===== src/hw/cart_defines.svh =====
// ==============================
// Sizes, region bits and download indexes of the cartridge loader
// The ROM region is the upper half of the memory and the WRAM region the lower half
// ==============================
`ifndef CART_DEFINES_SVH
`define CART_DEFINES_SVH

`define CART_ADDR_W   12
`define CART_DATA_W   16
`define CART_ROM_BIT  11
`define CART_GB_BIT   10
`define IOCTL_ADDR_W  25
`define IOCTL_INDEX_W 8

// Download indexes, GB also taken on index 8'h00
`define IDX_GB_CART   6'h01
`define IDX_SNES_CART 6'h04
`define IDX_CHEAT     8'hFF

// WRAM power-on pattern
`define FILL_BYTE_A   8'h66
`define FILL_BYTE_B   8'h99
`define FILL_BIT_HI   8
`define FILL_BIT_LO   2

`define CHEAT_WORDS   8

`endif


===== src/hw/cart_pkg.sv =====
// ==============================
// Shared types of the cartridge loader
// Widths follow cart_defines.svh
// ==============================
`include "cart_defines.svh"

package cart_pkg;

	typedef logic [`CART_ADDR_W-1:0]   cart_addr_t;
	typedef logic [`CART_DATA_W-1:0]   cart_word_t;
	typedef logic [`IOCTL_ADDR_W-1:0]  ioctl_addr_t;
	typedef logic [`IOCTL_INDEX_W-1:0] ioctl_index_t;

	// Flags, address, compare, replace from top down
	typedef logic [`CHEAT_WORDS*`CART_DATA_W-1:0] cheat_code_t;

	// Kind of the current host download
	typedef enum logic [1:0] {
		LOAD_NONE,
		LOAD_GB,
		LOAD_SNES,
		LOAD_CHEAT
	} load_kind_t;

	typedef enum logic {
		CLR_IDLE,
		CLR_RUN
	} clear_state_t;

endpackage


===== src/hw/cheat_assembler.sv =====
// ==============================
// Cheat code assembler
// Eight words per code, slot 7 completes it
// Code keeps its last value until overwritten
// ==============================
`timescale 1ns/1ps
`include "cart_defines.svh"

module cheat_assembler (
	input  logic                               clk_sys,
	input  logic                               reset,
	input  logic                               cheat_wr,
	input  logic [$clog2(`CHEAT_WORDS)-1:0]    cheat_offset,
	input  cart_pkg::cart_word_t               cheat_data,
	output cart_pkg::cheat_code_t              cheat_code,
	output logic                               cheat_valid
);
	import cart_pkg::*;

	logic [$clog2(`CHEAT_WORDS)-1:0] word_idx;

	// ==============================
	// Slot to field
	// ==============================
	// Slot pairs: flags, address, compare, replace, low word first.
	// Fields sit top down in the code, so the pair index is inverted
	// and the low/high bit stays as is.
	assign word_idx = {~cheat_offset[2:1], cheat_offset[0]};

	always_ff @(posedge clk_sys) begin
		if (cheat_wr) begin
			cheat_code[word_idx*`CART_DATA_W +: `CART_DATA_W] <= cheat_data;
		end
	end

	// ==============================
	// Completion pulse
	// ==============================
	always_ff @(posedge clk_sys) begin
		if (reset) begin
			cheat_valid <= 1'b0;
		end else begin
			cheat_valid <= cheat_wr && (cheat_offset == ($clog2(`CHEAT_WORDS))'(`CHEAT_WORDS - 1));
		end
	end

endmodule


===== config.mk =====
export PLATFORM = sky130hd
export DESIGN_NAME = cheat_assembler
export DESIGN_NICKNAME = d
export VERILOG_FILES = /design/src/hw/cart_pkg.sv /design/src/hw/cheat_assembler.sv
export VERILOG_INCLUDE_DIRS = /design/src /design/src/hw
export SDC_FILE = /design/constraint.sdc
export NUM_CORES = 1
export LEC_CHECK = 0
export BUFFER_PORTS_ARGS = -buffer_cell sky130_fd_sc_hd__buf_2
export CAP_MARGIN = 20
export CORE_MARGIN = 1.5
export CORE_UTILIZATION = 35
export DETAILED_ROUTE_END_ITERATION = 10
export PLACE_DENSITY = 0.64
export SLEW_MARGIN = 20
export SYNTH_ARGS = -nofsm -noshare
export SYNTH_HDL_FRONTEND = slang
export SYNTH_SLANG_ARGS = --single-unit

===== constraint.sdc =====
create_clock -name clk_sys -period 4 [get_ports clk_sys]
set_input_delay 0.2 -clock clk_sys [delete_from_list [all_inputs] [get_ports clk_sys]]
set_output_delay 0.2 -clock clk_sys [all_outputs]
set_load 0.02 [all_outputs]

; ---- Yosys cells after proc, flatten, opt, wreduce, memory -nomap -nowiden
; Index checks and enable logic that the tools add are counted.
[totals]
regBits = 129
latch_bits = 0
ramBits = 0
rom_bits = 0
inputBits = 22
out_inout_bits = 129
elab_cells = 9
memories = 0
[op_classes]
addsub = 1
mul = 0
n_div = 0
n_lt_le_gt_ge = 0
n_eq_ne = 1
shift = 2
muxes = 1
bitwise_logic = 1
reduce_logical = 1
[ops]
columns = cell, count
row1 = $bwmux 128, 1
row2 = $shift 16x34->128 const A, 1
row3 = $shiftx 16x34->128, 1
row4 = $neg 7->34, 1
row5 = $eq 3x3->1 const B, 1
row6 = $not 2->2, 1
row7 = $logic_and 1x1->1, 1

; ---- Logic depth before layout (Yosys ltp)
[logic_depth]
depth_word = 4
mapped_depth = 8
ltp_nobuf = 5

; ---- Worst setup path before layout
; OpenSTA, ideal clock, no wires.
[synth_timing]
path_type = input-to-reg
startpoint = input port cheat_offset[0]
endpoint = register cheat_code[100], enable pin
setup_time_ps = 409
arrival_time_ps = 2464
required_ps = 3591
slack_ps = 1126
cell_stages = 7
n_path_buf = 2
path_cell_list = buf_4 > inv_1 > ha_1 > ha_1 > buf_6 > nand2b_1 > nor3_1
[synth_lines]
columns = element, line_no
row1 = "start, declared", cheat_assembler.sv:13  ; input logic [$clog2(`CHEAT_WORDS)-1:0] cheat_offset,
row2 = "end signal, assigned by index", cheat_assembler.sv:32  ; cheat_code[word_idx*`CART_DATA_W +: `CART_DATA_W] <= cheat_data;
row3 = "end, declared", cheat_assembler.sv:15  ; output cart_pkg::cheat_code_t cheat_code,

==> impl_results.md <==
- Largest net degree at the start of global routing: 49
- Sort of element at the end of the critical path: flop
- Initial core utilization: 36.2%
- Count of synthesis-stage warnings from yosys: 0
- Xor-xnor portion of the synthesized cell area: 0%
- Via count: 3140
- Max_slew headroom: 48.7%
- Weighted congestion at the end of routability-driven global placement: 0.766
- Final hold violations: 0
- Final setup violation count: 0
- Pwr/cell area: 482 nW/um^2
- Count of flip-flops with a built-in enable after synthesis: 128
- Fraction of synthesis flops using an asynchronous set or reset pin: 0%
- Slew @ Worst Pin: 766 ps
- CP max FO: 16
- Unrepaired setup endpoints after global routing: no
- Count of standard-cell rows: 43
- Setup bufs post-CTS: 0
- Root Buffer Master: clkbuf_16
- Die width: 124 um
- Post-detailed-placement half-perimeter wirelength: 8480 um
- Worst path max stage delay: 730 ps
- Detailed-route vias per instance: 4.77
- Final worst-path setup slack: 1370 ps
- Total congestion overflow after global routing: 0
- Sum Neg Setup Slack: 0 ps
- Post-synthesis sequential element count: 129
- Clock slew at reported path FFs: 50 ps
- Nets in the synthesized netlist: 332
- Achievable Freq: 381 MHz
- Floorplan die height: 124 um
- Global-route wire length before repair: 18200 um
- Number of max-slew violations in the final report: 0
- Number of top-level design ports: 151
- Kind of critical path: in -> reg
- Final worst path period share: 65.6%
- I/O Buffers: 150
- Sequential fraction of the synthesis area: 76.0%
- Net total in the final layout: 491
- Worst path slowest cell: and3_1
- Library cells used by synthesis: 24
- Post-synth top flop: edfxtp_1
- TritonCTS Buffers: 17
- Core Box Area: 14000 um^2
- Buf+Inv Stages, Crit Path: 2
- CTS-repair resized insts: 0
- Complex-gate fraction of the synthesized area: 0.246%
- Layout cell share with drive strength beyond 1: 40.7%
- Post-route minimum period: 2630 ps
- Fraction of synthesized area in multiplexers: 0%
- Post-route ant nets: 0
- Largest family of logic cells by synthesized area: simple AND/OR/NAND/NOR gates
- Simple-Gate Fraction of Synth Area: 20.2%
- Area growth from synthesis to final layout: 28.6%
- Critical-path cell list: buf_2 > inv_1 > ha_1 > ha_1 > nor4b_4 > and3_1
- Worst Setup Slack post-DPL: 1010 ps
- Vias in the first global route: 2930
- Clk sinks: 129
- Startpoint kind of the worst setup timing path: input pin
- Initial DRC Count: 209
- Combined area of all synthesized cells: 5080 um^2
- Outcome: finished, final reports clean
- Clock tree from TritonCTS: built
- IR drop worst, VDD: 0.000291 V
- Most prevalent standard cell on the critical path: ha_1
- Leakage component of the power: 0.00232 uW
- Residual DRC count: 0
- Post-CTS Hold Buffers: 0
- Overall routing resource usage: 17.8%
- Wirelength per Cell: 19.9 um
- Arithmetic-cell share of the synthesized area counting full adders, half adders and majority gates: 0.984%
- Number of buffers on the longest clock path: 2
- Avg Synthesized Cell Area: 16.6 um^2
- Depth of the CTS H-tree: 4
- Worst hold-check path type: in -> reg
- Syn Inst Count: 306
- Floorplan die area: 15300 um^2
- Count of TritonRoute iterations in the first routing pass: 4
- Wirelength, routed: 13100 um
- Number of violations of the max-capacitance limit: 0
- Data required, critical path: 4040 ps
- Number of antenna violations at the first check in global routing: 1
- Data arrival time of the critical path: 2670 ps
- Top cell family by delay on the critical path: simple AND/OR/NAND/NOR gates
-- area by class of cell --
cell class	count	area [um^2]
Fill cell	1281	7510
Sequential cell	129	3860
Multi-Input combinational cell	158	1120
Timing Repair Buffer	158	811
Clock buffer	23	448
Tap cell	180	225
Clock inverter	8	65.1
Inverter	1	3.75
Antenna cell	1	2.50
-- flip-flops by register name, indices dropped and copies added (netlist names) --
name / count
cheat_valid: 1
cheat_code: 128
-- power breakdown --
| part | switching, uW | internal [uW] |
|---|---|---|
| Sequential | 11.2 | 1530 |
| Combinational | 180 | 75.2 |
| Clock | 518 | 840 |
| Total | 709 | 2440 |
-- metal layers --
metal	track usage (%)	wire length (um)	vias up
met2	26.9	6090	130
li1	-	-	1457
met3	5.86	891	15
met4	6.11	168	0
met1	24.0	5960	1538
met5	0	0	-
-- synth_stat cells (3+ instances only) --
master,instances,area [um^2]
edfxtp_1,128,3840
and3_1,64,400
nor3_1,4,20.0
buf_6,5,56.3
ha_1,4,50.1
buf_2,3,15.0
and2_1,62,388
clkbuf_1,5,18.8
nand3b_1,3,22.5
buf_4,5,37.5
nor2_1,6,22.5
-- logic make-up after synthesis --
| logic type | after synthesis |
|---|---|
| buf+inv | 19 |
| fa+ha+maj | 4 |
| simple gates | 153 |
| compound gates | 1 |
| flops | 129 |
-- per-stage QoR --
step | utilization, % | std cells | power (uW) | hold WS [ps] | area, um^2
floorplan | - | 306 | 1720 | 385 | 5080
global placement | 42.9 | 626 | 1820 | 540 | 6020
detailed placement | 42.9 | 626 | 1820 | 537 | 6020
CTS | 46.5 | 657 | 3180 | 99.5 | 6530
global route | 46.5 | 657 | 3260 | 116 | 6530
finish | 46.5 | 658 | 3150 | 126 | 6540
-- worst paths after layout --
| check | startpoint | end | depth (start not counted) |
|---|---|---|---|
| worst max-delay path | cheat_offset[0] | cheat_code[6]$_DFFE_PP_ | 6 |
| worst min-delay path | reset | cheat_valid$_SDFF_PP0_ | 2 |
-- cell usage in the layout (no fill, tap or decap), drive strengths merged, types with 3 or more instances in the layout --
master / n
nor4b: 3
and3: 64
nand3b: 3
nor2: 6
edfxtp: 128
buf: 158
clkinv: 6
clkbuf: 23
nor3: 4
ha: 4
and2: 63
Note: power is estimated with default switching activity, not from simulation.
