--- src/hw/cart_defines.svh ---
// ==============================
// Sizes, region bits and download indexes of the cartridge loader
// The ROM region is the upper half of the memory and the WRAM region the lower half
// ==============================
`ifndef CART_DEFINES_SVH
`define CART_DEFINES_SVH

`define CART_ADDR_W   12
`define CART_DATA_W   16
`define CART_ROM_BIT  11
`define CART_GB_BIT   10
`define IOCTL_ADDR_W  25
`define IOCTL_INDEX_W 8

// Download indexes, GB also taken on index 8'h00
`define IDX_GB_CART   6'h01
`define IDX_SNES_CART 6'h04
`define IDX_CHEAT     8'hFF

// WRAM power-on pattern
`define FILL_BYTE_A   8'h66
`define FILL_BYTE_B   8'h99
`define FILL_BIT_HI   8
`define FILL_BIT_LO   2

`define CHEAT_WORDS   8

`endif

--- src/hw/cart_pkg.sv ---
// ==============================
// Shared types of the cartridge loader
// Widths follow cart_defines.svh
// ==============================
`include "cart_defines.svh"

package cart_pkg;

	typedef logic [`CART_ADDR_W-1:0]   cart_addr_t;
	typedef logic [`CART_DATA_W-1:0]   cart_word_t;
	typedef logic [`IOCTL_ADDR_W-1:0]  ioctl_addr_t;
	typedef logic [`IOCTL_INDEX_W-1:0] ioctl_index_t;

	// Flags, address, compare, replace from top down
	typedef logic [`CHEAT_WORDS*`CART_DATA_W-1:0] cheat_code_t;

	// Kind of the current host download
	typedef enum logic [1:0] {
		LOAD_NONE,
		LOAD_GB,
		LOAD_SNES,
		LOAD_CHEAT
	} load_kind_t;

	typedef enum logic {
		CLR_IDLE,
		CLR_RUN
	} clear_state_t;

endpackage

--- src/hw/mem_if.sv ---
// ==============================
// One memory client of the cartridge RAM
// Client holds req and fields until gnt; rdata follows the grant by a cycle
// ==============================
`timescale 1ns/1ps

interface mem_if;
	import cart_pkg::*;

	logic       req;
	logic       we;
	cart_addr_t addr;
	cart_word_t wdata;
	cart_word_t rdata;
	logic       gnt;

	modport client (
		output req, we, addr, wdata,
		input  rdata, gnt
	);

	modport arbiter (
		input  req, we, addr, wdata,
		output rdata, gnt
	);

endinterface

--- src/hw/mem_arbiter.sv ---
// ==============================
// Fixed priority: load, then clear, then cpu
// Grant is combinational, access at the closing edge
// ==============================
`timescale 1ns/1ps

module mem_arbiter (
	input  logic                clk_sys,
	input  logic                reset,
	mem_if.arbiter              load_bus,
	mem_if.arbiter              clear_bus,
	mem_if.arbiter              cpu_bus,
	output logic                ram_we,
	output cart_pkg::cart_addr_t ram_addr,
	output cart_pkg::cart_word_t ram_wdata,
	input  cart_pkg::cart_word_t ram_rdata,
	output logic                cpu_ack
);
	import cart_pkg::*;

	// Grants
	assign load_bus.gnt  = load_bus.req;
	assign clear_bus.gnt = clear_bus.req & ~load_bus.req;
	assign cpu_bus.gnt   = cpu_bus.req & ~load_bus.req & ~clear_bus.req;

	// RAM port mux
	always_comb begin
		ram_we    = 1'b0;
		ram_addr  = cpu_bus.addr;
		ram_wdata = cpu_bus.wdata;
		if (load_bus.req) begin
			ram_we    = load_bus.we;
			ram_addr  = load_bus.addr;
			ram_wdata = load_bus.wdata;
		end else if (clear_bus.req) begin
			ram_we    = clear_bus.we;
			ram_addr  = clear_bus.addr;
			ram_wdata = clear_bus.wdata;
		end else if (cpu_bus.req) begin
			ram_we = cpu_bus.we;
		end
	end

	// Read data is shared, each client knows when it was granted
	assign load_bus.rdata  = ram_rdata;
	assign clear_bus.rdata = ram_rdata;
	assign cpu_bus.rdata   = ram_rdata;

	// CPU ack lines up with its read data
	always_ff @(posedge clk_sys) begin
		if (reset) begin
			cpu_ack <= 1'b0;
		end else begin
			cpu_ack <= cpu_bus.gnt;
		end
	end

endmodule

--- src/flat_wrapper.sv ---
// flat-port wrapper written by rule: the top's interface ports become plain ports
module mem_arbiter_flat import cart_pkg::*;
  (clk_sys, reset, ram_we, ram_addr, ram_wdata, ram_rdata, cpu_ack, load_bus_req, load_bus_we, load_bus_addr, load_bus_wdata, load_bus_rdata, load_bus_gnt, clear_bus_req, clear_bus_we, clear_bus_addr, clear_bus_wdata, clear_bus_rdata, clear_bus_gnt, cpu_bus_req, cpu_bus_we, cpu_bus_addr, cpu_bus_wdata, cpu_bus_rdata, cpu_bus_gnt);
  mem_if load_bus_i ();
  mem_if clear_bus_i ();
  mem_if cpu_bus_i ();
  input  logic clk_sys;
  input  logic reset;
  output logic ram_we;
  output cart_pkg::cart_addr_t ram_addr;
  output cart_pkg::cart_word_t ram_wdata;
  input  cart_pkg::cart_word_t ram_rdata;
  output logic cpu_ack;
  input wire logic [$bits(load_bus_i.req)-1:0] load_bus_req;
  input wire logic [$bits(load_bus_i.we)-1:0] load_bus_we;
  input wire logic [$bits(load_bus_i.addr)-1:0] load_bus_addr;
  input wire logic [$bits(load_bus_i.wdata)-1:0] load_bus_wdata;
  output wire logic [$bits(load_bus_i.rdata)-1:0] load_bus_rdata;
  output wire logic [$bits(load_bus_i.gnt)-1:0] load_bus_gnt;
  input wire logic [$bits(clear_bus_i.req)-1:0] clear_bus_req;
  input wire logic [$bits(clear_bus_i.we)-1:0] clear_bus_we;
  input wire logic [$bits(clear_bus_i.addr)-1:0] clear_bus_addr;
  input wire logic [$bits(clear_bus_i.wdata)-1:0] clear_bus_wdata;
  output wire logic [$bits(clear_bus_i.rdata)-1:0] clear_bus_rdata;
  output wire logic [$bits(clear_bus_i.gnt)-1:0] clear_bus_gnt;
  input wire logic [$bits(cpu_bus_i.req)-1:0] cpu_bus_req;
  input wire logic [$bits(cpu_bus_i.we)-1:0] cpu_bus_we;
  input wire logic [$bits(cpu_bus_i.addr)-1:0] cpu_bus_addr;
  input wire logic [$bits(cpu_bus_i.wdata)-1:0] cpu_bus_wdata;
  output wire logic [$bits(cpu_bus_i.rdata)-1:0] cpu_bus_rdata;
  output wire logic [$bits(cpu_bus_i.gnt)-1:0] cpu_bus_gnt;
  assign load_bus_i.req = load_bus_req;
  assign load_bus_i.we = load_bus_we;
  assign load_bus_i.addr = load_bus_addr;
  assign load_bus_i.wdata = load_bus_wdata;
  assign load_bus_rdata = load_bus_i.rdata;
  assign load_bus_gnt = load_bus_i.gnt;
  assign clear_bus_i.req = clear_bus_req;
  assign clear_bus_i.we = clear_bus_we;
  assign clear_bus_i.addr = clear_bus_addr;
  assign clear_bus_i.wdata = clear_bus_wdata;
  assign clear_bus_rdata = clear_bus_i.rdata;
  assign clear_bus_gnt = clear_bus_i.gnt;
  assign cpu_bus_i.req = cpu_bus_req;
  assign cpu_bus_i.we = cpu_bus_we;
  assign cpu_bus_i.addr = cpu_bus_addr;
  assign cpu_bus_i.wdata = cpu_bus_wdata;
  assign cpu_bus_rdata = cpu_bus_i.rdata;
  assign cpu_bus_gnt = cpu_bus_i.gnt;
  mem_arbiter u_core (.clk_sys(clk_sys), .reset(reset), .load_bus(load_bus_i), .clear_bus(clear_bus_i), .cpu_bus(cpu_bus_i), .ram_we(ram_we), .ram_addr(ram_addr), .ram_wdata(ram_wdata), .ram_rdata(ram_rdata), .cpu_ack(cpu_ack));
endmodule
--- config.mk ---
export PLATFORM = sky130hd
export DESIGN_NAME = mem_arbiter_flat
export DESIGN_NICKNAME = d
export VERILOG_FILES = /design/src/hw/cart_pkg.sv /design/src/hw/mem_if.sv /design/src/hw/mem_arbiter.sv /design/src/flat_wrapper.sv
export VERILOG_INCLUDE_DIRS = /design/src /design/src/hw
export SDC_FILE = /design/constraint.sdc
export NUM_CORES = 1
export LEC_CHECK = 0
export BUFFER_PORTS_ARGS = -buffer_cell sky130_fd_sc_hd__buf_2
export CORE_AREA = 5 5 69 71
export CTS_CLUSTER_SIZE = 40
export DETAILED_ROUTE_END_ITERATION = 6
export DIE_AREA = 0 0 74 76
export PLACE_DENSITY_LB_ADDON = 0.25
export SETUP_SLACK_MARGIN = 0.02
export SLEW_MARGIN = 20
export SYNTH_ARGS = -nofsm -noshare
export SYNTH_HDL_FRONTEND = slang
export SYNTH_SLANG_ARGS = --single-unit
--- constraint.sdc ---
create_clock -name clk_sys -period 0.8 [get_ports clk_sys]
set_input_delay 0.08 -clock clk_sys [delete_from_list [all_inputs] [get_ports clk_sys]]
set_output_delay 0.08 -clock clk_sys [all_outputs]
set_load 0.02 [all_outputs]
### Yosys cells after proc, flatten, opt, wreduce, memory -nomap -nowiden

Cells that the tools add are included.

| word-level totals | value |
|---|---|
| word-level logic and storage cells | 13 |
| bits of input ports | 108 |
| bits in registers | 1 |
| output and inout port bits | 81 |

| operators by class | value |
|---|---|
| multiplexer cells | 7 |
| bitwise logic cells | 5 |

Operators by type and width:

| kind | count |
|---|---|
| $mux W16 | 2 |
| $mux W12 | 2 |
| $and A1 B1 Y1 | 3 |
| $mux W1 | 3 |
| $not A1 Y1 | 2 |

### Longest topological paths before layout

| logic depth | value |
|---|---|
| word-level depth | 3 |
| gate-level depth with buffers | 4 |

### Least setup slack after synthesis

Ideal clock, no wire load.

| path | value |
|---|---|
| path kind | input to output |
| from | in clear_bus_req |
| to | out ram_wdata[10] |
| cell stages on the path | 4 |
| data arrival time | 919 ps |
| path slack | -199 ps |
| data required time | 720 ps |
| path through | buf_6 buf_12 mux2i_1 o21ai_0 |

| on the way | value |
|---|---|
| longest elaborated chain between the ends | 2 |

RTL lines:

| element | line | RTL |
|---|---|---|
| from (decl) | flat_wrapper.sv:20 | `input wire logic [$bits(clear_bus_i.req)-1:0] clear_bus_req;` |
| $mux W16 | mem_arbiter.sv:35 | `end else if (clear_bus.req) begin` |
| $mux W16 | mem_arbiter.sv:31 | `if (load_bus.req) begin` |
| to (decl) | flat_wrapper.sv:11 | `output cart_pkg::cart_word_t ram_wdata;` |

Every way passes these cells.

### Worst setup path in the final report

| path | value |
|---|---|
| from | in clear_bus_req |
| to | out ram_wdata[0] |

Same word-level chain as after synthesis.

==> results.toml <==
[status]
status = "complete, but fails checks"
violations = "negative setup slack"

[layout]
syn_to_final_growth_pct = 82.8
largest_reg_flops = 1
antennaDiodeCount = 0
largest-register = "u_core.cpu_ack"
final_nets = 337
top_regs = "u_core.cpu_ack x1"
finish.utilization_pct = 46.4
drive_gt1_share_pct = 80.6
fill_cells = 402

[power_and_ir_drop]
ir_drop_uv = 275
leakagePower_nw = 0.970
total_power_mw = 1.38
p_per_area_nw_per_um2 = 711

[timing]
period_minus_slack_ns = 0.880
tns_ns = -1.29
slew_headroom_pct = 85.2
fin_crit_sh_pct = 110
drv_slew = 0
rsz0062_at_grt = "true"
clock.fmax_ghz = 1.14
final.setup.worst_slack_ns = -0.0798
setup_viol_count_final = 28
fin_hold_ws_ns = 0.160
hold_viol = 0
worst-slew-pin-transition_ns = 0.221

[synthesis]
synth_ff_type = "dfxtp_1"
synth.avg_cell_area_um2 = 7.02
synth_top_family_by_area = "buffers and inverters"
synth_compound_area_share_pct = 14.2
yosysMostFrequentCell = "buf_4"
yosysTopAreaCellShare_pct = 35.4
synth-edff-count = 0
syn_area_um2 = 1060
synthMuxAreaShare_pct = 26.4
yosysWarningCount = 0
ys_top_cells_by_count = "buf_4, mux2i_1, nand2_1"
ys_seq_area_share_pct = 1.89
synth_adder_area_share_pct = 0
synth-seq-cells = 1
synth_cell_types = 15
syn_nets = 259
yosys.area.top_type = "buf_4"
synth_xor_xnor_area_share_pct = 0
netlist_top_cells_area = "buf_4, mux2i_1, o21ai_1, nand2_1, buf_8"
yosys.area_share.simple_pct = 13.6
synthArstFlopShare_pct = 0
syn_inst = 151

[grt]
grt_pass1_vias = 1233
track_usage_pct = 13.5
antenna_found_initial = 0
grt_pass1_wl_um = 6290
grt_max_degree = 15
gr-total-overflow = 0

[drt]
wl_per_cell_um = 15.5
dr.pass1.iters = 4
drt-initial-drc-count = 16
post_drt_via_cell_ratio = 4.46
via_count = 1245
drc = 0
drt_wl_total_um = 4340
antenna_left = 0

[flow_run]
drv_cap = 0

[placed_design]
place.port_buffers = 124
place_congestion = 0.738
dpl.hpwl_um = 3260

[die]
num_io_pins = 189
num_rows = 24
coreArea_um2 = 4170
start_util_pct = 25.4
die_x_um = 74
fp.dieH_um = 76
die_area_um2 = 5620

[worst_hold_path]
worstHoldPathType = "in2out"

[setup_path]
crit_type = "in2out"
cp-start-kind = "primary input"
path_max_fanout = 8
critPathRequiredTime_ns = 0.72
end_kind = "output port"
crit_arrival_ns = 0.80

[clocking]
post_cts_buffers = 0
hold_buffers = 0
-- routing by layer --
| layer | wire, µm | GRT usage [%] | vias to the layer above |
|---|---|---|---|
| li1 | - | - | 615 |
| met3 | 595 | 3.83 | 2 |
| met4 | 12 | 0.362 | 0 |
| met2 | 2200 | 24.5 | 112 |
| met1 | 1530 | 16.3 | 516 |
| met5 | 0 | 0 | - |
-- cell type report --
type	count	area, µm²	area share [%]
repair buffers	135	1050	54.1
multi-input cells	91	805	41.5
well taps	52	65.1	3.36
flip-flops and latches	1	20.0	1.03
-- placed cells by master, fill, tap and decap left out --
| cell type | Yosys | routed |
|---|---|---|
| mux2i_1 | 28 | 10 |
| a21oi_4 | 0 | 2 |
| o21ai_4 | 0 | 1 |
| buf_2 | 2 | 92 |
| nand2_1 | 28 | 28 |
| o21ai_1 | 23 | 2 |
| nor2b_1 | 3 | 2 |
| nor2b_2 | 0 | 1 |
| nor3b_4 | 0 | 1 |
| buf_4 | 50 | 4 |
| mux2i_4 | 0 | 3 |
| buf_6 | 2 | 29 |
| dfxtp_1 | 1 | 1 |
| mux2i_2 | 0 | 15 |
| buf_16 | 0 | 4 |
| o21ai_2 | 0 | 25 |
| nand3b_1 | 1 | 1 |
| buf_12 | 1 | 6 |
-- critical path, stage by stage --
cell,delay [ns]
buf_12,0.12
buf_12,0.15
mux2i_4,0.19
o21ai_2,0.12
buf_6,0.13
-- what timing repair did --
item                                    CTS  global route
endpoints found under the setup margin   32            31
gates cloned                              4             0
gates resized for setup                  77            20
pin swaps                                 1             1
-- report_power, final --
part | switching (mW) | leakage, nW | total [mW] | internal (mW)
registers | 0.000311 | 0.00814 | 0.0526 | 0.0522
logic | 0.603 | 0.962 | 1.32 | 0.721
clock network | 0 | 0 | 0 | 0
total | 0.603 | 0.970 | 1.38 | 0.774
-- per-stage QoR --
stage / worst slack [ns] / std cells / instance area [µm²]
after floorplan: -0.0421 / 151 / 1180
after global placement: -0.159 / 275 / 1490
after detailed placement: -0.178 / 275 / 1490
after CTS: -0.0742 / 279 / 1850
after global routing: -0.109 / 279 / 1940
final: -0.0798 / 279 / 1940
-- kinds of logic (layout without fill, tap and decap cells) --
kind of cell / Yosys count / count (layout)
buffers and inverters: 59 / 135
flip-flops: 1 / 1
AO/OA/AOI/OAI: 30 / 30
multiplexers: 28 / 28
AND/OR/NAND/NOR: 33 / 33
-- path summary, 6_finish.rpt --
| kind | slack, ns | to | depth (start not counted) | start |
|---|---|---|---|---|
| min | 0.16 | load_bus_rdata[2] | 0 | ram_rdata[2] |
| max | -0.08 | ram_wdata[0] | 5 | clear_bus_req |
Note: power is estimated with default switching activity, not from simulation.
