--- src/hw/cart_defines.svh ---
// ==============================
// Sizes, region bits and download indexes of the cartridge loader
// The ROM region is the upper half of the memory and the WRAM region the lower half
// ==============================
`ifndef CART_DEFINES_SVH
`define CART_DEFINES_SVH

`define CART_ADDR_W   12
`define CART_DATA_W   16
`define CART_ROM_BIT  11
`define CART_GB_BIT   10
`define IOCTL_ADDR_W  25
`define IOCTL_INDEX_W 8

// Download indexes, GB also taken on index 8'h00
`define IDX_GB_CART   6'h01
`define IDX_SNES_CART 6'h04
`define IDX_CHEAT     8'hFF

// WRAM power-on pattern
`define FILL_BYTE_A   8'h66
`define FILL_BYTE_B   8'h99
`define FILL_BIT_HI   8
`define FILL_BIT_LO   2

`define CHEAT_WORDS   8

`endif

--- src/hw/cart_pkg.sv ---
// ==============================
// Shared types of the cartridge loader
// Widths follow cart_defines.svh
// ==============================
`include "cart_defines.svh"

package cart_pkg;

	typedef logic [`CART_ADDR_W-1:0]   cart_addr_t;
	typedef logic [`CART_DATA_W-1:0]   cart_word_t;
	typedef logic [`IOCTL_ADDR_W-1:0]  ioctl_addr_t;
	typedef logic [`IOCTL_INDEX_W-1:0] ioctl_index_t;

	// Flags, address, compare, replace from top down
	typedef logic [`CHEAT_WORDS*`CART_DATA_W-1:0] cheat_code_t;

	// Kind of the current host download
	typedef enum logic [1:0] {
		LOAD_NONE,
		LOAD_GB,
		LOAD_SNES,
		LOAD_CHEAT
	} load_kind_t;

	typedef enum logic {
		CLR_IDLE,
		CLR_RUN
	} clear_state_t;

endpackage

--- src/hw/mem_if.sv ---
// ==============================
// One memory client of the cartridge RAM
// Client holds req and fields until gnt; rdata follows the grant by a cycle
// ==============================
`timescale 1ns/1ps

interface mem_if;
	import cart_pkg::*;

	logic       req;
	logic       we;
	cart_addr_t addr;
	cart_word_t wdata;
	cart_word_t rdata;
	logic       gnt;

	modport client (
		output req, we, addr, wdata,
		input  rdata, gnt
	);

	modport arbiter (
		input  req, we, addr, wdata,
		output rdata, gnt
	);

endinterface

--- src/hw/wram_clear.sv ---
// ==============================
// WRAM power-on fill
// Starts on each new SNES download, one word per grant
// Run time depends on load traffic
// ==============================
`timescale 1ns/1ps
`include "cart_defines.svh"

module wram_clear (
	input  logic  clk_sys,
	input  logic  reset,
	input  logic  snes_loading,
	mem_if.client clear_bus,
	output logic  clearing
);
	import cart_pkg::*;

	clear_state_t             state;
	logic                     snes_loading_q;
	logic                     start;
	logic [`CART_ROM_BIT-1:0] fill_addr;
	logic [7:0]               fill_byte;

	assign start = snes_loading & ~snes_loading_q;

	always_ff @(posedge clk_sys) begin
		if (reset) begin
			state          <= CLR_IDLE;
			snes_loading_q <= 1'b0;
			fill_addr      <= '0;
		end else begin
			snes_loading_q <= snes_loading;
			if (start) begin
				// A new download restarts the walk
				state     <= CLR_RUN;
				fill_addr <= '0;
			end else if (state == CLR_RUN && clear_bus.gnt) begin
				if (&fill_addr)
					state <= CLR_IDLE;
				else
					fill_addr <= fill_addr + 1'b1;
			end
		end
	end

	// Pattern from two address bits
	assign fill_byte = (fill_addr[`FILL_BIT_HI] ^ fill_addr[`FILL_BIT_LO]) ?
		`FILL_BYTE_A : `FILL_BYTE_B;

	assign clear_bus.req   = (state == CLR_RUN);
	assign clear_bus.we    = 1'b1;
	assign clear_bus.addr  = cart_addr_t'(fill_addr);
	assign clear_bus.wdata = {fill_byte, fill_byte};

	assign clearing = (state == CLR_RUN);

endmodule

--- src/flat_wrapper.sv ---
// flat-port wrapper written by rule: the top's interface ports become plain ports
module wram_clear_flat import cart_pkg::*;
  (clk_sys, reset, snes_loading, clearing, clear_bus_req, clear_bus_we, clear_bus_addr, clear_bus_wdata, clear_bus_rdata, clear_bus_gnt);
  mem_if clear_bus_i ();
  input  logic clk_sys;
  input  logic reset;
  input  logic snes_loading;
  output logic clearing;
  output wire logic [$bits(clear_bus_i.req)-1:0] clear_bus_req;
  output wire logic [$bits(clear_bus_i.we)-1:0] clear_bus_we;
  output wire logic [$bits(clear_bus_i.addr)-1:0] clear_bus_addr;
  output wire logic [$bits(clear_bus_i.wdata)-1:0] clear_bus_wdata;
  input wire logic [$bits(clear_bus_i.rdata)-1:0] clear_bus_rdata;
  input wire logic [$bits(clear_bus_i.gnt)-1:0] clear_bus_gnt;
  assign clear_bus_req = clear_bus_i.req;
  assign clear_bus_we = clear_bus_i.we;
  assign clear_bus_addr = clear_bus_i.addr;
  assign clear_bus_wdata = clear_bus_i.wdata;
  assign clear_bus_i.rdata = clear_bus_rdata;
  assign clear_bus_i.gnt = clear_bus_gnt;
  wram_clear u_core (.clk_sys(clk_sys), .reset(reset), .snes_loading(snes_loading), .clear_bus(clear_bus_i), .clearing(clearing));
endmodule
--- config.mk ---
export PLATFORM = sky130hd
export DESIGN_NAME = wram_clear_flat
export DESIGN_NICKNAME = d
export VERILOG_FILES = /design/src/hw/cart_pkg.sv /design/src/hw/mem_if.sv /design/src/hw/wram_clear.sv /design/src/flat_wrapper.sv
export VERILOG_INCLUDE_DIRS = /design/src /design/src/hw
export SDC_FILE = /design/constraint.sdc
export NUM_CORES = 1
export LEC_CHECK = 0
export BUFFER_PORTS_ARGS = -buffer_cell sky130_fd_sc_hd__buf_2
export CAP_MARGIN = 0
export CORE_ASPECT_RATIO = 0.9
export CORE_UTILIZATION = 30
export CTS_CLUSTER_DIAMETER = 150
export DETAILED_ROUTE_END_ITERATION = 8
export PLACE_DENSITY = 0.6
export SLEW_MARGIN = 20
export SYNTH_ARGS = -nofsm -noshare
export SYNTH_HDL_FRONTEND = slang
export SYNTH_SLANG_ARGS = --single-unit
--- constraint.sdc ---
create_clock -name clk_sys -period 1.9 [get_ports clk_sys]
set_input_delay 0.285 -clock clk_sys [delete_from_list [all_inputs] [get_ports clk_sys]]
set_output_delay 0.285 -clock clk_sys [all_outputs]
set_load 0.005 [all_outputs]
Word level (Yosys, flattened, before mapping)
Index checks and enable logic that the tools add are counted.
Storage, ports and cells
  flip-flop bits (word level): 13
  logic and storage cells: 19
  bits of input ports: 20
  output and inout bits: 31
Operators by class
  multiplexer cells: 4
  reduce and logical (&&, ||, !) cells: 7
  bitwise operators: 4
  add/subtract/negate cells: 1
Operator list (number)
  $add 11x1->11 const B: 1
  $reduce_and 11->1: 1
  $mux 8: 1
  $reduce_and 2->1: 2
  $reduce_bool 2->1: 2
  $mux 1: 3
  $not 1->1: 2
  $reduce_or 2->1: 1
  $and 1x1->1: 1
  $logic_and 1x1->1: 1
  $xor 1x1->1: 1

Longest topological paths before layout
Gate-level depths: netlist of the first run.
  depth after elaboration: 4
  depth in mapped cells: 5
  gate-level depth less buffers: 5

Worst setup path before layout of the first run
No wires, ideal clock.
  kind: register to output
  start: register u_core.fill_addr[2]
  end: output clear_bus_wdata[11]
  buffers on the path: 1
  path slack: 0.297 ns
  stages on the path, launching flop included: 4
  arrival: 1.318 ns
  data required time: 1.615 ns
  cells stage by stage: dfxtp_1 xor2_1 inv_1 buf_4
On the way
  longest elaborated chain between the ends: 2
Ends and longest elaborated chain
  start: declaration: line wram_clear.sv:21  | logic [`CART_ROM_BIT-1:0] fill_addr;
  start signal: assignment: line wram_clear.sv:41  | fill_addr <= fill_addr + 1'b1;
  $xor 1x1->1: line wram_clear.sv:47  | assign fill_byte = (fill_addr[`FILL_BIT_HI] ^ fill_addr[`FILL_BIT_LO]) ?
  $mux 8 (no source line)
  end: declaration: line flat_wrapper.sv:12  | output wire logic [$bits(clear_bus_i.wdata)-1:0] clear_bus_wdata;
No other way between the ends.

Final worst setup path of the first run
Same ends and word-level chain as after synthesis.

==> impl_metrics.py, run 1 <==
metrics = {
    "yosys": {
        "avgSynthCellArea_um2": 8.26,
        "synth_edf_count": 0,
        "yosysWarnings": 0,
        "synthTopCellsByCount": "buf_4, dfxtp_1, nor2_1",
        "yosys_register_bits": 13,
        "yosysTopAreaCellShare_pct": 34.6,
        "synthCells": 91,
        "ys_seq_area_share_pct": 34.6,
        "syn-cell-area_um2": 752,
        "netlist.top_cell.by_area": "dfxtp_1",
        "synth_cell_types": 29,
        "synth_most_common_cell": "buf_4",
        "synth_nets": 112,
        "synthFlopType": "dfxtp_1",
        "synth_area_leaders": "dfxtp_1, buf_4, o21ai_0, nor2_1, xor2_1",
        "synthArstFlopShare_pct": 0,
    },
    "timing": {
        "period_minus_slack_ns": 1.62,
        "fin_skew_ns": 0.00746,
        "drv_slew": 0,
        "fin_crit_sh_pct": 85.4,
        "finalSetupTns_ns": 0,
        "final-hold-violation-count": 0,
        "fmax_mhz": 616,
        "finalSetupViolCount": 0,
        "grt_setup_unrepaired": "false",
        "setup_slack_ns": 0.277,
    },
    "clocking": {
        "cts_hold_buf": 0,
        "clk_latency_ns": 0.29,
        "clockBufferDepth": 2,
        "cts.reportedPaths.clkPinSlew_ns": 0.09,
        "cts_tree": "done",
        "cts_resized": 0,
        "cts.sinks": 13,
        "htree_num_levels": 1,
        "post_cts_buffers": 0,
        "cts_root_buf": "clkbuf_4",
        "cts_buffers": 3,
    },
    "route": {
        "ant_nets": 0,
        "vias": 691,
        "dr.pass1.iters": 3,
        "drc": 0,
        "drtIter0Drc": 8,
        "wirelength_um": 1540,
        "wl_per_cell_um": 11.3,
        "vias_per_cell": 5.04,
    },
    "finish": {
        "diodes": 0,
        "area_growth_pct": 12.8,
        "fin_util_pct": 37.5,
        "finalNetCount": 132,
        "drive_gt1_share_pct": 37.3,
    },
    "floorplan": {
        "start_util_pct": 33.2,
        "die_x_um": 54.8,
        "die_h_um": 49.5,
        "row_count": 16,
        "dieArea_mm2": 0.00271,
        "core_mm2": 0.00226,
        "ios": 51,
    },
    "place": {
        "numPortBuffers": 32,
        "hpwl_um": 1130,
        "dpl_worst_slack_ns": 0.374,
        "place.gp.congestion": 0.722,
    },
    "global_route": {
        "antenna_found_initial": 0,
        "grt_max_degree": 10,
        "grt_pass1_vias": 584,
        "grt_pass1_wl_um": 2460,
        "grt.overflow.total": 0,
        "gr-usage-all-layers_pct": 12.6,
    },
    "pwr": {
        "powerDensity_mw_per_mm2": 577,
        "ir_worst_vdd_uv": 316,
        "p_leak_nw": 0.390,
    },
    "critical_path": {
        "cp.required_ns": 1.62,
        "endpoint_kind": "primary output",
        "start_kind": "register",
        "crit_fanout": 9,
        "cp.arrival_ns": 1.34,
        "criticalPathCategory": "reg -> out",
    },
    "status": {
        "status": "finished clean",
    },
    "min_path": {
        "min_path_type": "in -> reg",
    },
    "job": {
        "drv_cap": 0,
    },
}
layer usage:
layer  track usage, %  vias up  part of all wire, %
met2             19.9       32                   44
met3             2.78        5                  7.0
met4             6.41        0                  2.6
met5                0        -                    0
li1                 -      341                    -
met1             15.4      313                   47
final cells by class:
class / count / area [um2]
multi-input combinational: 58 / 353
timing repair buffer: 33 / 168
sequential: 13 / 260
fill: 253 / 1410
tap: 27 / 33.8
clock buffer: 4 / 26.3
inverter: 2 / 7.51
final timing paths:
path,start,end,slack [ns],cells after the start
worst max-delay path,u_core.fill_addr[2],clear_bus_wdata[11],0.28,4
worst min-delay path,reset,u_core.snes_loading_q,0.21,2
worst max register to register,u_core.fill_addr[0],u_core.fill_addr[7],0.35,5
worst min register to register,u_core.fill_addr[10],u_core.fill_addr[10],0.53,2
critical path: stages (launching register included):
cell	delay, ns
dfxtp_1	0.50
xor2_1	0.17
buf_4	0.15
inv_1	0.09
buf_2	0.14
state kept, by name, indices dropped and copies added, names as in the netlist:
register / count
u_core.fill_addr: 11
u_core.snes_loading_q: 1
u_core.clear_bus.req: 1
power breakdown:
group          total (W)  internal (W)  switching (W)  leakage [nW]
combinational  0.0000272     0.0000115      0.0000157         0.270
sequential      0.000280      0.000276     0.00000410         0.105
clock           0.000182     0.0000817       0.000100        0.0150
total           0.000489      0.000369       0.000120         0.390
logic make-up after synthesis:
family,Yosys count,share of synthesized area (%)
AOI/OAI and AO/OA,17,15.0
xor gates and xnor gates,3,3.49
adders and majority gates,1,1.66
buffers and inverters,20,18.5
DFF,13,34.6
other,2,0.999
and+or+nand+nor,35,25.8
stage by stage:
stage	cell area (um2)	power (W)	hold slack [ns]	instances
floorplan	752	0.000307	0.357	91
global placement	822	0.000313	0.494	133
CTS	848	0.000496	0.202	137
finish	848	0.000489	0.207	137
global route	848	0.000516	0.208	137
detailed placement	822	0.000314	0.510	133
cells in the final DEF (no fill, tap or decap), types with 4 or more instances in the layout:
cell,n
buf_2,32
or3_1,4
nor2_1,8
dfxtp_1,13
nand3_1,5
a21oi_1,5
o21ai_0,6
Note: power is estimated with default switching activity, not from simulation.
==> run 2, diff against run 1 <==
--- a/config.mk
+++ b/config.mk
@@ -10,6 +10,7 @@
 export CAP_MARGIN = 0
 export CORE_ASPECT_RATIO = 0.9
 export CORE_UTILIZATION = 30
+export CTS_BUF_LIST = sky130_fd_sc_hd__clkbuf_16
 export CTS_CLUSTER_DIAMETER = 150
 export DETAILED_ROUTE_END_ITERATION = 8
 export PLACE_DENSITY = 0.6
==> run 2 against run 1 <==
Against the previous run:
- fmax up 4.6%
- clock skew fell by 0.0057 ns
- critical path depth is 1 higher
- core utilization is 2.3 points higher
- largest cell class unchanged
- via count is 1.6% higher
- combinational power about the same
- largest power group is now clock
- clock power up 110%
- total power is 42% higher
- count of clock-buffer cells in the layout down 1
- global-route usage rose by 0.31 points
- sequential power barely moved
- wire length is 2.3% higher
==> impl_metrics.py, run 2 (synthesis gave the netlist of run 1 again) <==
metrics = {
    "global_route": {
        "grt.overflow.total": 0,
        "grt_pass1_wl_um": 2550,
        "antenna_found_initial": 0,
        "grt_pass1_vias": 605,
        "gr-usage-all-layers_pct": 12.9,
        "grt_max_degree": 10,
    },
    "pwr": {
        "p_int_w": 0.000566,
        "power_frac_clock_pct": 55.6,
        "pwr-share-comb_pct": 3.9,
        "ir_worst_vdd_uv": 425,
        "seqPwrFrac_pct": 40.4,
        "p_leak_nw": 0.417,
        "swShare_pct": 18.8,
        "power.total_w": 0.000697,
        "switching_power_w": 0.000131,
        "powerDensity_mw_per_mm2": 774,
    },
    "critical_path": {
        "crit_fanout": 7,
        "r2r_slack_ns": 0.35,
        "criticalPathCategory": "reg -> reg",
        "start_kind": "register",
        "r2r-start": "u_core.fill_addr[0]",
        "reg2reg_depth": 5,
        "cp.arrival_ns": 1.69,
        "cp.required_ns": 2.04,
        "endpoint_kind": "register",
        "r2r-end": "u_core.fill_addr[7]",
    },
    "route": {
        "vias_per_cell": 5.12,
        "dr.pass1.iters": 4,
        "wirelength_um": 1580,
        "ant_nets": 0,
        "vias": 702,
        "drc": 0,
        "drtIter0Drc": 13,
        "wl_per_cell_um": 11.5,
    },
    "place": {
        "place.gp.congestion": 0.722,
        "hpwl_um": 1130,
        "placed_cell_area_um2": 822,
        "placed_cells": 133,
        "numPortBuffers": 32,
    },
    "finish": {
        "multiInputGateArea_um2": 353,
        "top_register": "u_core.fill_addr",
        "design_area_um2": 901,
        "area_growth_pct": 19.8,
        "largest_reg_flops": 11,
        "regArea_um2": 260,
        "n_fill_cell": 244,
        "diodes": 0,
        "finalNetCount": 132,
        "fin_cells": 137,
        "drive_gt1_share_pct": 37.3,
        "final_common_cell": "buf_2",
        "mostFrequentLayoutCells": "buf_2, dfxtp_1, nor2_1",
    },
    "timing": {
        "fin_skew_ns": 0.00174,
        "finalSetupViolCount": 0,
        "finalSetupTns_ns": 0,
        "drv_slew": 0,
        "grt_setup_unrepaired": "false",
        "fmax_mhz": 645,
        "period_minus_slack_ns": 1.55,
        "fin_crit_sh_pct": 81.7,
        "final-hold-violation-count": 0,
    },
    "clocking": {
        "cts_tree": "done",
        "cts.reportedPaths.clkPinSlew_ns": 0.04,
        "cts_root_buf": "clkbuf_16",
        "post_cts_buffers": 0,
        "cts_hold_buf": 0,
        "clk_latency_ns": 0.24,
        "htree_num_levels": 1,
        "cts_buffers": 3,
        "clockBufferDepth": 2,
        "cts.sinks": 13,
        "cts_resized": 0,
    },
    "floorplan": {
        "core_mm2": 0.00226,
        "dieArea_mm2": 0.00271,
        "ios": 51,
        "start_util_pct": 33.2,
        "row_count": 16,
        "die_h_um": 49.5,
        "die_x_um": 54.8,
    },
    "min_path": {
        "hold_depth": 2,
        "holdPathEnd": "u_core.snes_loading_q",
        "min_path_type": "in -> reg",
        "hp-start": "reset",
    },
    "status": {
        "status": "finished clean",
    },
    "job": {
        "drv_cap": 0,
    },
}
## run 2: changes by cell type in the layout (fill, tap and decap cells not counted), sizes merged
cell    before  now
clkbuf       4    3
inv          2    3
## run 2: how the worst max path moves through the flow
stage,startpoint,endpoint,cells after the start,slack [ns]
after floorplan,u_core.fill_addr[2],clear_bus_wdata[11],3,0.30
after global placement,u_core.fill_addr[0],u_core.fill_addr[7],5,0.40
after detailed placement,u_core.fill_addr[0],u_core.fill_addr[7],5,0.37
after CTS,u_core.fill_addr[0],u_core.fill_addr[7],5,0.33
after global routing,u_core.fill_addr[2],clear_bus_wdata[12],4,0.20
final,u_core.fill_addr[0],u_core.fill_addr[7],5,0.35
## run 2: layout make-up
class,instances,area share [%]
flip-flops and latches,13,28.9
clock inverters,1,0.417
well taps,27,3.75
multi-input cells,58,39.2
inverters,2,0.833
clock buffers,3,8.33
repair buffers,33,18.6
## run 2: worst max-delay path, stage by stage (launching register included)
cell and delay [ns]:
dfxtp_1 0.37, ha_1 0.21, nand4_1 0.19, nor3_2 0.39, o311ai_0 0.19, o41ai_1 0.09
## run 2: power groups by stage
stage | logic (W) | registers (W) | clock network, W
after floorplan | 0.0000205 | 0.000286 | 0
after global placement | 0.0000272 | 0.000286 | 0
after detailed placement | 0.0000274 | 0.000287 | 0
after CTS | 0.0000278 | 0.000282 | 0.000391
after global routing | 0.0000312 | 0.000282 | 0.000416
final | 0.0000275 | 0.000282 | 0.000388
## run 2: per-layer routing
| metal | track usage (%) | wire length (um) | up-vias |
|---|---|---|---|
| li1 | - | - | 341 |
| met1 | 16.2 | 702 | 325 |
| met2 | 20.7 | 736 | 32 |
| met3 | 2.78 | 120 | 4 |
| met4 | 5.13 | 19 | 0 |
| met5 | 0 | 0 | - |
## run 2: stage by stage
step	util (%)	setup slack, ns	hold WS, ns
2_1_floorplan	-	0.297	0.357
3_3_place_gp	36.3	0.401	0.494
3_5_place_dp	36.3	0.374	0.510
4_1_cts	39.8	0.331	0.259
5_1_grt	39.8	0.201	0.271
6_report	39.8	0.349	0.259
